===== config.mk =====
export PLATFORM = sky130hd
export DESIGN_NAME = rp_4adc_top
export DESIGN_NICKNAME = d
export VERILOG_FILES = /design/src/design/rp_4adc_pkg.sv /design/src/design/sys_bus_if.sv /design/src/design/adc_sample_conv.sv /design/src/design/sys_bus_decode.sv /design/src/design/hk_regs.sv /design/src/design/ams_regs.sv /design/src/design/pdm_gen.sv /design/src/design/rp_4adc_top.sv
export VERILOG_INCLUDE_DIRS = /design/src /design/src/include
export SDC_FILE = /design/constraint.sdc
export NUM_CORES = 1
export LEC_CHECK = 0
export ABC_AREA = 1
export ABC_CLOCK_PERIOD_IN_PS = 1900
export BUFFER_PORTS_ARGS = -buffer_cell sky130_fd_sc_hd__buf_4
export CELL_PAD_IN_SITES_DETAIL_PLACEMENT = 0
export CELL_PAD_IN_SITES_GLOBAL_PLACEMENT = 1
export CORE_MARGIN = 1.5
export CORE_UTILIZATION = 40
export CTS_CLUSTER_SIZE = 16
export DETAILED_ROUTE_END_ITERATION = 10
export GPL_TIMING_DRIVEN = 0
export PLACE_DENSITY = 0.77
export RECOVER_POWER = 100
export SYNTH_ARGS = -nofsm -noshare
export SYNTH_HDL_FRONTEND = slang
export SYNTH_SLANG_ARGS = --single-unit
export TNS_END_PERCENT = 50

===== constraint.sdc =====
create_clock -name adc_clk_01 -period 1.9 [get_ports adc_clk_01]
set_input_delay 0.475 -clock adc_clk_01 [delete_from_list [all_inputs] [get_ports adc_clk_01]]
set_output_delay 0.475 -clock adc_clk_01 [all_outputs]
set_load 0.02 [all_outputs]

===== src/include/rp_4adc_params.svh =====
/* widths, counts, address fields and ID word
   of the four-channel acquisition data path */
`ifndef RP_4ADC_PARAMS_SVH
`define RP_4ADC_PARAMS_SVH

`define RP_NUM_ADC     4             // adc channels
`define RP_ADC_DW      14            // adc sample width

// system bus
`define RP_SYS_AW      32
`define RP_SYS_DW      32
`define RP_REGION_W    3             // eight regions
`define RP_OFS_W       20            // offset inside a region

`define RP_PDM_W       8             // one pdm setting
`define RP_ID_WORD     32'h4adc_0001 // read at hk offset 0x00

`define RP_HK_REGION   0             // housekeeping region
`define RP_AMS_REGION  4             // analog mixed signals region

`endif


===== src/design/rp_4adc_pkg.sv =====
/* shared types of the acquisition data path:
   adc words, bus words, pdm settings, region index */
package rp_4adc_pkg;

  `include "rp_4adc_params.svh"

  //////////////////////////////////////////////////
  // adc side
  //////////////////////////////////////////////////

  typedef logic        [`RP_ADC_DW-1:0]   adc_raw_t;    // offset binary, neg slope
  typedef logic signed [`RP_ADC_DW-1:0]   adc_sample_t; // two's complement

  //////////////////////////////////////////////////
  // system bus and config
  //////////////////////////////////////////////////

  typedef logic [`RP_SYS_AW-1:0]   sys_addr_t;
  typedef logic [`RP_SYS_DW-1:0]   sys_word_t;
  typedef logic [`RP_PDM_W-1:0]    pdm_cfg_t;   // duty setting, 0..255
  typedef logic [`RP_REGION_W-1:0] region_t;    // addr bits 22:20

endpackage


===== src/design/sys_bus_if.sv =====
/* system bus, strobe/ack protocol without back-pressure */
`timescale 1ns/1ps

interface sys_bus_if;

  import rp_4adc_pkg::*;

  sys_addr_t addr;   // offset inside region
  sys_word_t wdata;
  logic      wen;    // one-cycle write strobe
  logic      ren;    // one-cycle read strobe
  sys_word_t rdata;
  logic      ack;    // one per strobe
  logic      err;

  // request side, decoder
  modport master (output addr, wdata, wen, ren,
                  input  rdata, ack, err);

  // register blocks
  modport slave  (input  addr, wdata, wen, ren,
                  output rdata, ack, err);

endinterface


===== src/design/adc_sample_conv.sv =====
/* adc raw word to two's complement, two register stages */
`timescale 1ns/1ps
`include "rp_4adc_params.svh"

module adc_sample_conv (
  input  logic                                      adc_clk_01,
  input  logic                                      rst_n_i,
  input  rp_4adc_pkg::adc_raw_t    [`RP_NUM_ADC-1:0] adc_dat_raw_i,
  output rp_4adc_pkg::adc_sample_t [`RP_NUM_ADC-1:0] adc_dat_o
);

  import rp_4adc_pkg::*;

  adc_sample_t [`RP_NUM_ADC-1:0] conv_r;   // first stage

  // offset binary with negative slope
  // keep msb, invert the rest -> two's complement
  always_ff @(posedge adc_clk_01) begin
    if (!rst_n_i) begin
      conv_r    <= '0;
      adc_dat_o <= '0;
    end else begin
      for (int ch = 0; ch < `RP_NUM_ADC; ch++) begin
        conv_r[ch] <= {adc_dat_raw_i[ch][`RP_ADC_DW-1],
                       ~adc_dat_raw_i[ch][`RP_ADC_DW-2:0]};
      end
      adc_dat_o <= conv_r;   // second stage, timing only
    end
  end

endmodule


===== src/design/sys_bus_decode.sv =====
/* system bus decoder, splits requests into eight regions,
   registers slave responses and answers unmapped regions with err */
`timescale 1ns/1ps
`include "rp_4adc_params.svh"

module sys_bus_decode (
  input  logic                  adc_clk_01,
  input  logic                  rst_n_i,
  input  rp_4adc_pkg::sys_addr_t sys_addr_i,
  input  rp_4adc_pkg::sys_word_t sys_wdata_i,
  input  logic                  sys_wen_i,
  input  logic                  sys_ren_i,
  output rp_4adc_pkg::sys_word_t sys_rdata_o,
  output logic                  sys_ack_o,
  output logic                  sys_err_o,
  sys_bus_if.master             bus_hk_o,
  sys_bus_if.master             bus_ams_o
);

  import rp_4adc_pkg::*;

  region_t   region;
  logic      hit_hk, hit_ams;
  sys_addr_t addr_r;
  sys_word_t wdata_r;
  logic      hk_wen_r, hk_ren_r, ams_wen_r, ams_ren_r;
  logic      unmap_r, unmap_rr;   // error path, same latency as a slave

  assign region  = sys_addr_i[`RP_OFS_W +: `RP_REGION_W];
  assign hit_hk  = (region == region_t'(`RP_HK_REGION));
  assign hit_ams = (region == region_t'(`RP_AMS_REGION));

  //////////////////////////////////////////////////
  // request stage
  //////////////////////////////////////////////////

  always_ff @(posedge adc_clk_01) begin
    if (!rst_n_i) begin
      hk_wen_r  <= 1'b0;
      hk_ren_r  <= 1'b0;
      ams_wen_r <= 1'b0;
      ams_ren_r <= 1'b0;
      unmap_r   <= 1'b0;
    end else begin
      hk_wen_r  <= sys_wen_i & hit_hk;
      hk_ren_r  <= sys_ren_i & hit_hk;
      ams_wen_r <= sys_wen_i & hit_ams;
      ams_ren_r <= sys_ren_i & hit_ams;
      unmap_r   <= (sys_wen_i | sys_ren_i) & ~hit_hk & ~hit_ams; // six dead regions
    end
  end

  // address and data only follow a strobe
  always_ff @(posedge adc_clk_01) begin
    if (sys_wen_i | sys_ren_i) begin
      addr_r  <= sys_addr_t'(sys_addr_i[`RP_OFS_W-1:0]); // strip region
      wdata_r <= sys_wdata_i;
    end
  end

  assign bus_hk_o.addr   = addr_r;
  assign bus_hk_o.wdata  = wdata_r;
  assign bus_hk_o.wen    = hk_wen_r;
  assign bus_hk_o.ren    = hk_ren_r;
  assign bus_ams_o.addr  = addr_r;
  assign bus_ams_o.wdata = wdata_r;
  assign bus_ams_o.wen   = ams_wen_r;
  assign bus_ams_o.ren   = ams_ren_r;

  //////////////////////////////////////////////////
  // response stage
  //////////////////////////////////////////////////

  always_ff @(posedge adc_clk_01) begin
    if (!rst_n_i) begin
      unmap_rr    <= 1'b0;
      sys_ack_o   <= 1'b0;
      sys_err_o   <= 1'b0;
      sys_rdata_o <= '0;
    end else begin
      unmap_rr  <= unmap_r;   // stands in for the slave ack cycle
      sys_ack_o <= bus_hk_o.ack | bus_ams_o.ack | unmap_rr;
      sys_err_o <= (bus_hk_o.ack & bus_hk_o.err) | (bus_ams_o.ack & bus_ams_o.err) | unmap_rr;
      if (bus_hk_o.ack)       sys_rdata_o <= bus_hk_o.rdata;
      else if (bus_ams_o.ack) sys_rdata_o <= bus_ams_o.rdata;
      else                    sys_rdata_o <= '0; // unmapped reads zero
    end
  end

  // master never issues read and write together
  a_one_strobe: assert property (@(posedge adc_clk_01) disable iff (!rst_n_i)
    !(sys_wen_i && sys_ren_i));

  // slaves answer exactly one cycle after their strobe
  a_hk_ack: assert property (@(posedge adc_clk_01) disable iff (!rst_n_i)
    (hk_wen_r || hk_ren_r) |=> bus_hk_o.ack);
  a_ams_ack: assert property (@(posedge adc_clk_01) disable iff (!rst_n_i)
    (ams_wen_r || ams_ren_r) |=> bus_ams_o.ack);

endmodule


===== src/design/hk_regs.sv =====
/* housekeeping registers, ID word and read-back of converted samples */
`timescale 1ns/1ps
`include "rp_4adc_params.svh"

module hk_regs (
  input  logic                                      adc_clk_01,
  input  logic                                      rst_n_i,
  sys_bus_if.slave                                  bus_i,
  input  rp_4adc_pkg::adc_sample_t [`RP_NUM_ADC-1:0] adc_dat_i
);

  import rp_4adc_pkg::*;

  logic [`RP_OFS_W-1:0] ofs;
  adc_sample_t          smp;
  sys_word_t            rdata_d;

  assign ofs = bus_i.addr[`RP_OFS_W-1:0];
  assign smp = adc_dat_i[ofs[3:2]];   // 0x10..0x1c -> ch 0..3

  // read mux
  always_comb begin
    rdata_d = '0;   // holes read zero
    if (ofs == '0)
      rdata_d = `RP_ID_WORD;
    else if ((ofs[`RP_OFS_W-1:4] == 'h1) && (ofs[1:0] == 2'b00))
      rdata_d = {{(`RP_SYS_DW-`RP_ADC_DW){smp[`RP_ADC_DW-1]}}, smp}; // sign extend
  end

  always_ff @(posedge adc_clk_01) begin
    if (!rst_n_i) bus_i.ack <= 1'b0;
    else          bus_i.ack <= bus_i.wen | bus_i.ren; // writes acked, no effect
  end

  always_ff @(posedge adc_clk_01) begin
    if (bus_i.wen | bus_i.ren) bus_i.rdata <= bus_i.ren ? rdata_d : '0;
  end

  assign bus_i.err = 1'b0;   // whole region mapped

  // no spontaneous ack
  a_ack_after_strobe: assert property (@(posedge adc_clk_01) disable iff (!rst_n_i)
    bus_i.ack |-> $past(bus_i.wen || bus_i.ren));

endmodule


===== src/design/ams_regs.sv =====
/* analog mixed signal registers, four pdm duty settings */
`timescale 1ns/1ps
`include "rp_4adc_params.svh"

module ams_regs (
  input  logic                                   adc_clk_01,
  input  logic                                   rst_n_i,
  sys_bus_if.slave                               bus_i,
  output rp_4adc_pkg::pdm_cfg_t [`RP_NUM_ADC-1:0] pdm_cfg_o
);

  import rp_4adc_pkg::*;

  logic [`RP_OFS_W-1:0] ofs;
  logic                 cfg_sel;   // 0x20..0x2c, word aligned
  pdm_cfg_t             cfg_rd;
  sys_word_t            rdata_d;

  assign ofs     = bus_i.addr[`RP_OFS_W-1:0];
  assign cfg_sel = (ofs[`RP_OFS_W-1:4] == 'h2) && (ofs[1:0] == 2'b00);
  assign cfg_rd  = pdm_cfg_o[ofs[3:2]];
  assign rdata_d = cfg_sel ? sys_word_t'(cfg_rd) : '0;   // zero extended

  //////////////////////////////////////////////////
  // settings
  //////////////////////////////////////////////////

  always_ff @(posedge adc_clk_01) begin
    if (!rst_n_i) begin
      pdm_cfg_o <= '0;
    end else if (bus_i.wen && cfg_sel) begin
      pdm_cfg_o[ofs[3:2]] <= bus_i.wdata[`RP_PDM_W-1:0];   // low byte only
    end
  end

  //////////////////////////////////////////////////
  // response
  //////////////////////////////////////////////////

  always_ff @(posedge adc_clk_01) begin
    if (!rst_n_i) bus_i.ack <= 1'b0;
    else          bus_i.ack <= bus_i.wen | bus_i.ren;
  end

  always_ff @(posedge adc_clk_01) begin
    if (bus_i.wen | bus_i.ren) bus_i.rdata <= bus_i.ren ? rdata_d : '0;
  end

  assign bus_i.err = 1'b0;   // unused offsets are quiet, not errors

endmodule


===== src/design/pdm_gen.sv =====
/* four first-order pulse density modulators, range fixed at 255 */
`timescale 1ns/1ps
`include "rp_4adc_params.svh"

module pdm_gen (
  input  logic                                   adc_clk_01,
  input  logic                                   rst_n_i,
  input  rp_4adc_pkg::pdm_cfg_t [`RP_NUM_ADC-1:0] pdm_cfg_i,
  output logic                  [`RP_NUM_ADC-1:0] dac_pwm_o
);

  import rp_4adc_pkg::*;

  pdm_cfg_t [`RP_NUM_ADC-1:0] acc_r;   // wraps mod 256

  // carry out of acc + setting is the pulse
  // 256 cycles at constant setting -> exactly setting pulses
  always_ff @(posedge adc_clk_01) begin
    if (!rst_n_i) begin
      acc_r     <= '0;
      dac_pwm_o <= '0;
    end else begin
      for (int ch = 0; ch < `RP_NUM_ADC; ch++) begin
        {dac_pwm_o[ch], acc_r[ch]} <= {1'b0, acc_r[ch]} + {1'b0, pdm_cfg_i[ch]};
      end
    end
  end

endmodule


===== src/design/rp_4adc_top.sv =====
/* top of the adc_clk_01 data path: converter, bus decoder,
   housekeeping and ams registers, pdm outputs */
`timescale 1ns/1ps
`include "rp_4adc_params.svh"

module rp_4adc_top (
  input  logic                                      adc_clk_01,
  input  logic                                      rst_n_i,
  // adc
  input  rp_4adc_pkg::adc_raw_t    [`RP_NUM_ADC-1:0] adc_dat_raw_i,
  output rp_4adc_pkg::adc_sample_t [`RP_NUM_ADC-1:0] adc_dat_o,
  // system bus
  input  rp_4adc_pkg::sys_addr_t                     sys_addr_i,
  input  rp_4adc_pkg::sys_word_t                     sys_wdata_i,
  input  logic                                      sys_wen_i,
  input  logic                                      sys_ren_i,
  output rp_4adc_pkg::sys_word_t                     sys_rdata_o,
  output logic                                      sys_ack_o,
  output logic                                      sys_err_o,
  // pdm dac
  output logic                     [`RP_NUM_ADC-1:0] dac_pwm_o
);

  import rp_4adc_pkg::*;

  pdm_cfg_t [`RP_NUM_ADC-1:0] pdm_cfg;

  sys_bus_if bus_hk ();    // region 0
  sys_bus_if bus_ams ();   // region 4

  //////////////////////////////////////////////////
  // adc
  //////////////////////////////////////////////////

  adc_sample_conv i_conv (
    .adc_clk_01    (adc_clk_01),
    .rst_n_i       (rst_n_i),
    .adc_dat_raw_i (adc_dat_raw_i),
    .adc_dat_o     (adc_dat_o)
  );

  //////////////////////////////////////////////////
  // system bus and register blocks
  //////////////////////////////////////////////////

  sys_bus_decode i_decode (
    .adc_clk_01  (adc_clk_01),
    .rst_n_i     (rst_n_i),
    .sys_addr_i  (sys_addr_i),
    .sys_wdata_i (sys_wdata_i),
    .sys_wen_i   (sys_wen_i),
    .sys_ren_i   (sys_ren_i),
    .sys_rdata_o (sys_rdata_o),
    .sys_ack_o   (sys_ack_o),
    .sys_err_o   (sys_err_o),
    .bus_hk_o    (bus_hk),
    .bus_ams_o   (bus_ams)
  );

  hk_regs i_hk (
    .adc_clk_01 (adc_clk_01),
    .rst_n_i    (rst_n_i),
    .bus_i      (bus_hk),
    .adc_dat_i  (adc_dat_o)    // read-back of converted samples
  );

  ams_regs i_ams (
    .adc_clk_01 (adc_clk_01),
    .rst_n_i    (rst_n_i),
    .bus_i      (bus_ams),
    .pdm_cfg_o  (pdm_cfg)
  );

  //////////////////////////////////////////////////
  // pdm outputs
  //////////////////////////////////////////////////

  pdm_gen i_pdm (
    .adc_clk_01 (adc_clk_01),
    .rst_n_i    (rst_n_i),
    .pdm_cfg_i  (pdm_cfg),
    .dac_pwm_o  (dac_pwm_o)
  );

endmodule


# Word-level counts from Yosys, hierarchy flattened
# Index checks and enable logic that the tools add are counted.
# op_classes
n_shift	0
n_reduce_logical	9
n_lt_le_gt_ge	2
eq_ne	3
muxes	11
bitwise_logic	19
n_div	0
add_sub_neg	4
n_mul	0
# op_table
operator	count
2-to-1 mux 32 bit	2
2-to-1 mux 31 bit	2
inverter 13 bit	4
adder 8 x 8 -> 9 bit	4
bitwise mux 32 bit	1
binary-select mux 14 bit (select 2 bit)	1
logical NOT 20 bit	1
binary-select mux 8 bit (select 2 bit)	1
demux 8 bit (select 2 bit)	1
equality test 16 x 1 -> 1 bit (second input constant)	1
equality test 16 x 2 -> 1 bit (second input constant)	1
2-to-1 mux 8 bit	2
2-to-1 mux 14 bit	1
AND 1 bit	6
OR 1 bit	5
logical AND 1 bit	4
inverter 1 bit	4
equality test 3 bit (second input constant)	1
logical NOT 3 bit	1
< comparator 2 x 3 -> 1 bit (second input constant)	1
OR reduction 3 bit	1
greater-or-equal comparator 2 x 1 -> 1 bit (second input constant)	1
logical NOT 2 bit	1
AND reduction 2 bit	1
# totals
regBits	304
word_cells	82
rom_bits	0
output_inout_bits	94
latch_bits	0
n_memories	0
ram_bits	0

# Depth between registers and ports, before layout
# logic_depth
ltp_word	5
mapped_depth	10
mapped_depth_nobuf	10

# By module
# From an unflattened synthesis, not the netlist that was laid out.
# hier_totals
cells_unflattened	1388
area_unflattened_um2	12721.0
# by_module_without_submodules
mod	instances	seq_area_each_um2	area_per_inst_um2	cells_each
sys_bus_decode	1	2362.3	3905.0	303
adc_sample_conv	1	2242.2	3031.7	297
pdm_gen	1	720.7	2306.0	328
ams_regs	1	900.9	2155.8	290
hk_regs	1	470.5	1322.5	170

# Least setup slack after synthesis
# No wires, ideal clock.
# synth_timing
path_kind	register to register
start	register i_ams.pdm_cfg_o[16] (netlist name)
end	register i_pdm.acc_r[22] (netlist name)
arrival_time_ps	1501
path_stages_with_launch	11
synth_period_minus_slack_ps	1614
slack_ps	286
required_ps	1787
setup_ps	113
n_path_buf	0
path_cell_list	dfxtp_1 -> ha_1 -> inv_1 -> fa_1 -> nand3b_1 -> nand2_1 -> nand3_1 -> nand2_1 -> nand2_1 -> nand2_1 -> nor2_1
# synth_between
elab_chain_cells	1
# synth_lines
element	line	rtl
from (decl)	ams_regs.sv:9	output rp_4adc_pkg::pdm_cfg_t [`RP_NUM_ADC-1:0] pdm_cfg_o
from (signal, indexed assignment)	ams_regs.sv:32	pdm_cfg_o[ofs[3:2]] <= bus_i.wdata[`RP_PDM_W-1:0];
adder 8 x 8 -> 9 bit	pdm_gen.sv:24	{dac_pwm_o[ch], acc_r[ch]} <= {1'b0, acc_r[ch]} + {1'b0, pdm_cfg_i[ch]};
to (signal, indexed assignment)	pdm_gen.sv:24	
to (decl)	pdm_gen.sv:14	pdm_cfg_t [`RP_NUM_ADC-1:0] acc_r;
# Every way passes these cells.
# A chain may end at the register's enable or synchronous reset.

==> run_results.csv <==
group,metric,value,unit
run_status,status,"complete, no violations",
power_and_ir_drop,p_sw,2610,uW
final_layout,diodes,0,
power_and_ir_drop,p_per_area,968,nW/um^2
critical_path,cpPeakStageDelay,0.49,ns
floorplanning,start_util,41.0,%
floorplanning,num_rows,56,
synth,ys_ff_latch,256,
sta,holdWs,0.0956,ns
placed_design,port_buffers,183,
sta,fin_crit_sh,94.9,%
final_layout,nNetsFinal,1470,
sta,tightest_slew,1.11,ns
synth,synth_top_area_cell,"dfxtp_1",
global_route,grt_pass1_vias,7014,
final_layout,n_fill_cell,2339,
power_and_ir_drop,intPower,9130,uW
power_and_ir_drop,pwr-share-seq,49.3,%
synth,synthDistinctLibCells,33,
cts,htreeDepth,1,
final_layout,area_delta_synth_final,24.9,%
drt,viasPerCell,4.51,
synth,syn-num-nets,1258,
synth,synth.avg_cell_area,8.85,um^2
cts,cts_tree,"done",
power_and_ir_drop,comb_power_share,5.8,%
synth,synth_top_area_share,42.2,%
synth,yosys_warnings,0,
final_layout,final_cells,1649,
global_route,grt_max_degree,29,
synth,synth_cells,1098,
critical_path,critPathMaxFanout,11,
drt,wl,25.2,mm
sta,relSlewSlack,26.1,%
cts,cts_inserted_buffers,27,
sta,setup_viol,0,
critical_path,crit_chain,"clkbuf_4 -> buf_4",
cts,cts_buffer_depth,3,
drt,drt_pass1_iterations,5,
drt,num_vias,7434,
placed_design,dp_slack,-0.471,ns
floorplanning,coreArea,23700,um^2
drt,final_antenna_net_count,0,
sta,rsz0062_at_grt,"true",
power_and_ir_drop,clockPowerShare,44.9,%
power_and_ir_drop,p_total,11700,uW
critical_path,slowest_stage,"dfxtp_1",
sta,finalWorstSetupSlack,0.0970,ns
placed_design,placedCellCount,1600,
sta,finClkSkew,0.0149,ns
synth,ys_seq_area_share,58.0,%
global_route,grt_use_total,19.9,%
cts,clk_latency,0.52,ns
critical_path,crit_type,"flop to primary output",
placed_design,hpwl,18.7,mm
sta,layout_min_cycle_time,1.80,ns
cts,clkSlewWorstSetupHoldPaths,0.06,ns
final_layout,ff_latch_area,5640,um^2
cts,clk_root_buffer_cell,"clkbuf_16",
critical_path,critPathArrivalTime,1.33,ns
floorplanning,die_w,159,um
power_and_ir_drop,p_leak,0.00576,uW
global_route,grt_overflow,0,
drt,drtIter0Drc,261,
cts,postCtsHoldBufs,0,
critical_path,end_kind,"primary output",
final_layout,multi_input_area,3100,um^2
synth,synth.area.top_cells,"dfxtp_1 42%, edfxtp_1 16%, nand2_1 9.2%, inv_1 7.0%, nor2_1 5.4%",
global_route,grt_pass1_wl,39.3,mm
sta,finalHoldViolCount,0,
floorplanning,die_h,159,um
critical_path,critPathLaunchType,"flop",
final_layout,stdcell_area,12100,um^2
floorplanning,dieArea,25200,um^2
global_route,antenna_found_initial,0,
floorplanning,io_pins,218,
flow_run,cap_violations,0,
final_layout,drive_above_1_share,14.8,%
power_and_ir_drop,peakVddDrop,0.817,mV
drt,wl_per_cell,15.3,um
sta,finalMaxSlewViolations,0,
sta,fmax,555,MHz
min_path,hold_class,"input port to flop",
critical_path,crit_required,1.42,ns
power_and_ir_drop,switching_share,22.3,%
placed_design,place.gp.congestion,0.811,
placed_design,place_area,11500,um^2
drt,drc,0,
synth,syn-cell-area,9720,um^2
cts,clock_sinks,256,
-- registers in the layout, summed over array words and instances (netlist names), 4 cells and up --
name and flops:
i_decode.sys_rdata_o 15, i_pdm.dac_pwm_o 4, i_decode.bus_ams_o.wdata 8, i_conv.conv_r 56
i_ams.bus_i.rdata 8, i_ams.pdm_cfg_o 32, i_decode.bus_ams_o.addr 20, i_conv.adc_dat_o 56
i_pdm.acc_r 32, i_hk.bus_i.rdata 15
-- worst paths after layout --
check / slack (ns) / depth (start not counted) / endpoint / startpoint
worst max register to register: 0.1 / 7 / i_hk.bus_i.rdata[7]$_SDFFCE_PP0P_ / i_decode.bus_ams_o.addr[2]$_DFFE_PP_
worst min register to register: 0.41 / 2 / i_conv.adc_dat_o[22]$_SDFF_PN0_ / i_conv.conv_r[22]$_SDFF_PN0_
worst min-delay path: 0.1 / 2 / i_conv.conv_r[0]$_SDFF_PN0_ / adc_dat_raw_i[0]
worst max-delay path: 0.1 / 2 / sys_rdata_o[16] / i_decode.sys_rdata_o[29]$_SDFF_PN0_
-- layer usage --
| layer | track usage (%) | part of all wire, % |
|---|---|---|
| met2 | 32.7 | 46 |
| met1 | 27.0 | 46 |
| met5 | 0 | 0 |
| met4 | 5.40 | 2.5 |
| met3 | 3.74 | 5.5 |
-- synth_stat cells --
library cell	number
nor2_2	1
a22oi_1	28
dfxtp_1	205
buf_2	8
buf_1	7
a21oi_1	36
ha_1	32
inv_2	1
fa_1	4
nor2_1	140
nor3b_1	2
nand2_2	2
a31oi_1	22
clkbuf_1	25
inv_1	180
a21o_1	3
buf_4	20
a211oi_1	2
a21boi_0	1
o21a_1	6
nand2_1	238
or2_2	2
o21bai_1	1
and2_0	1
nand4_1	35
xor2_1	1
nand3b_1	1
o21ai_0	15
nor3_1	8
nand3_1	15
nand3_4	4
edfxtp_1	51
nor2_8	1
-- layout make-up --
class,count,area share (%)
sequential,256,46.4
multi-input combinational,601,25.5
timing repair buffer,183,8.94
clock buffer,41,6.93
inverter,181,5.60
tap,319,3.29
buffer,60,2.69
clock inverter,8,0.577
-- cells in the final DEF, fill, tap and decap left out, types with 2 or more instances in the layout --
cell and count:
nand2_1 237, dfxtp_1 204, inv_1 180, nor2_1 139
clkbuf_1 106, buf_4 81, edfxtp_1 51, clkbuf_4 49
a21oi_1 36, nand4_1 35, ha_1 32, clkbuf_16 29
a22oi_1 28, a31oi_1 22, nand3_1 15, o21ai_0 15
nor3_1 8, clkbuf_2 7, clkbuf_8 7, o21a_1 6
clkinv_2 5, nand3_4 4, fa_1 4, nand2_2 3
a21o_1 3, buf_1 3, buf_2 2, or2_2 2
nor3b_1 2, nor2_2 2, a211oi_1 2, clkinvlp_4 2
-- logic make-up (layout without fill, tap and decap cells) --
kind of cell    after synthesis  after routing  synth area share, %
compound gates              114            114                 7.21
buf+inv                     241            473                 10.2
simple gates                450            450                 19.6
xor+xnor                      1              1               0.0901
flops                       256            256                 58.0
fa+ha+maj                    36             36                 4.94
-- stage by stage --
step / utilization (%) / setup TNS [ns]
floorplan: - / 0
global placement: 48.5 / -24.06
detailed placement: 48.5 / -27.28
CTS: 52.4 / 0
global route: 51.2 / -0.335
finish: 51.2 / 0
-- critical path, delay by kind of cell, from the launching register on --
kind,cells,cell delay (ns)
DFF,1,0.49
buffers and inverters,2,0.33
-- power by group through the flow --
stage	Sequential [uW]	Clock [uW]	Combinational (uW)
after floorplan	5950	0	272
after global placement	5900	0	722
after detailed placement	5910	0	728
after CTS	5790	5400	733
after global routing	5800	5610	751
final	5790	5270	684
-- timing repair --
item                                    CTS  global route
endpoints found under the hold margin     0             0
setup buffers                             0             0
endpoints found under the setup margin   18            33
gates resized for setup                   5            14
Note: power is estimated with default switching activity, not from simulation.
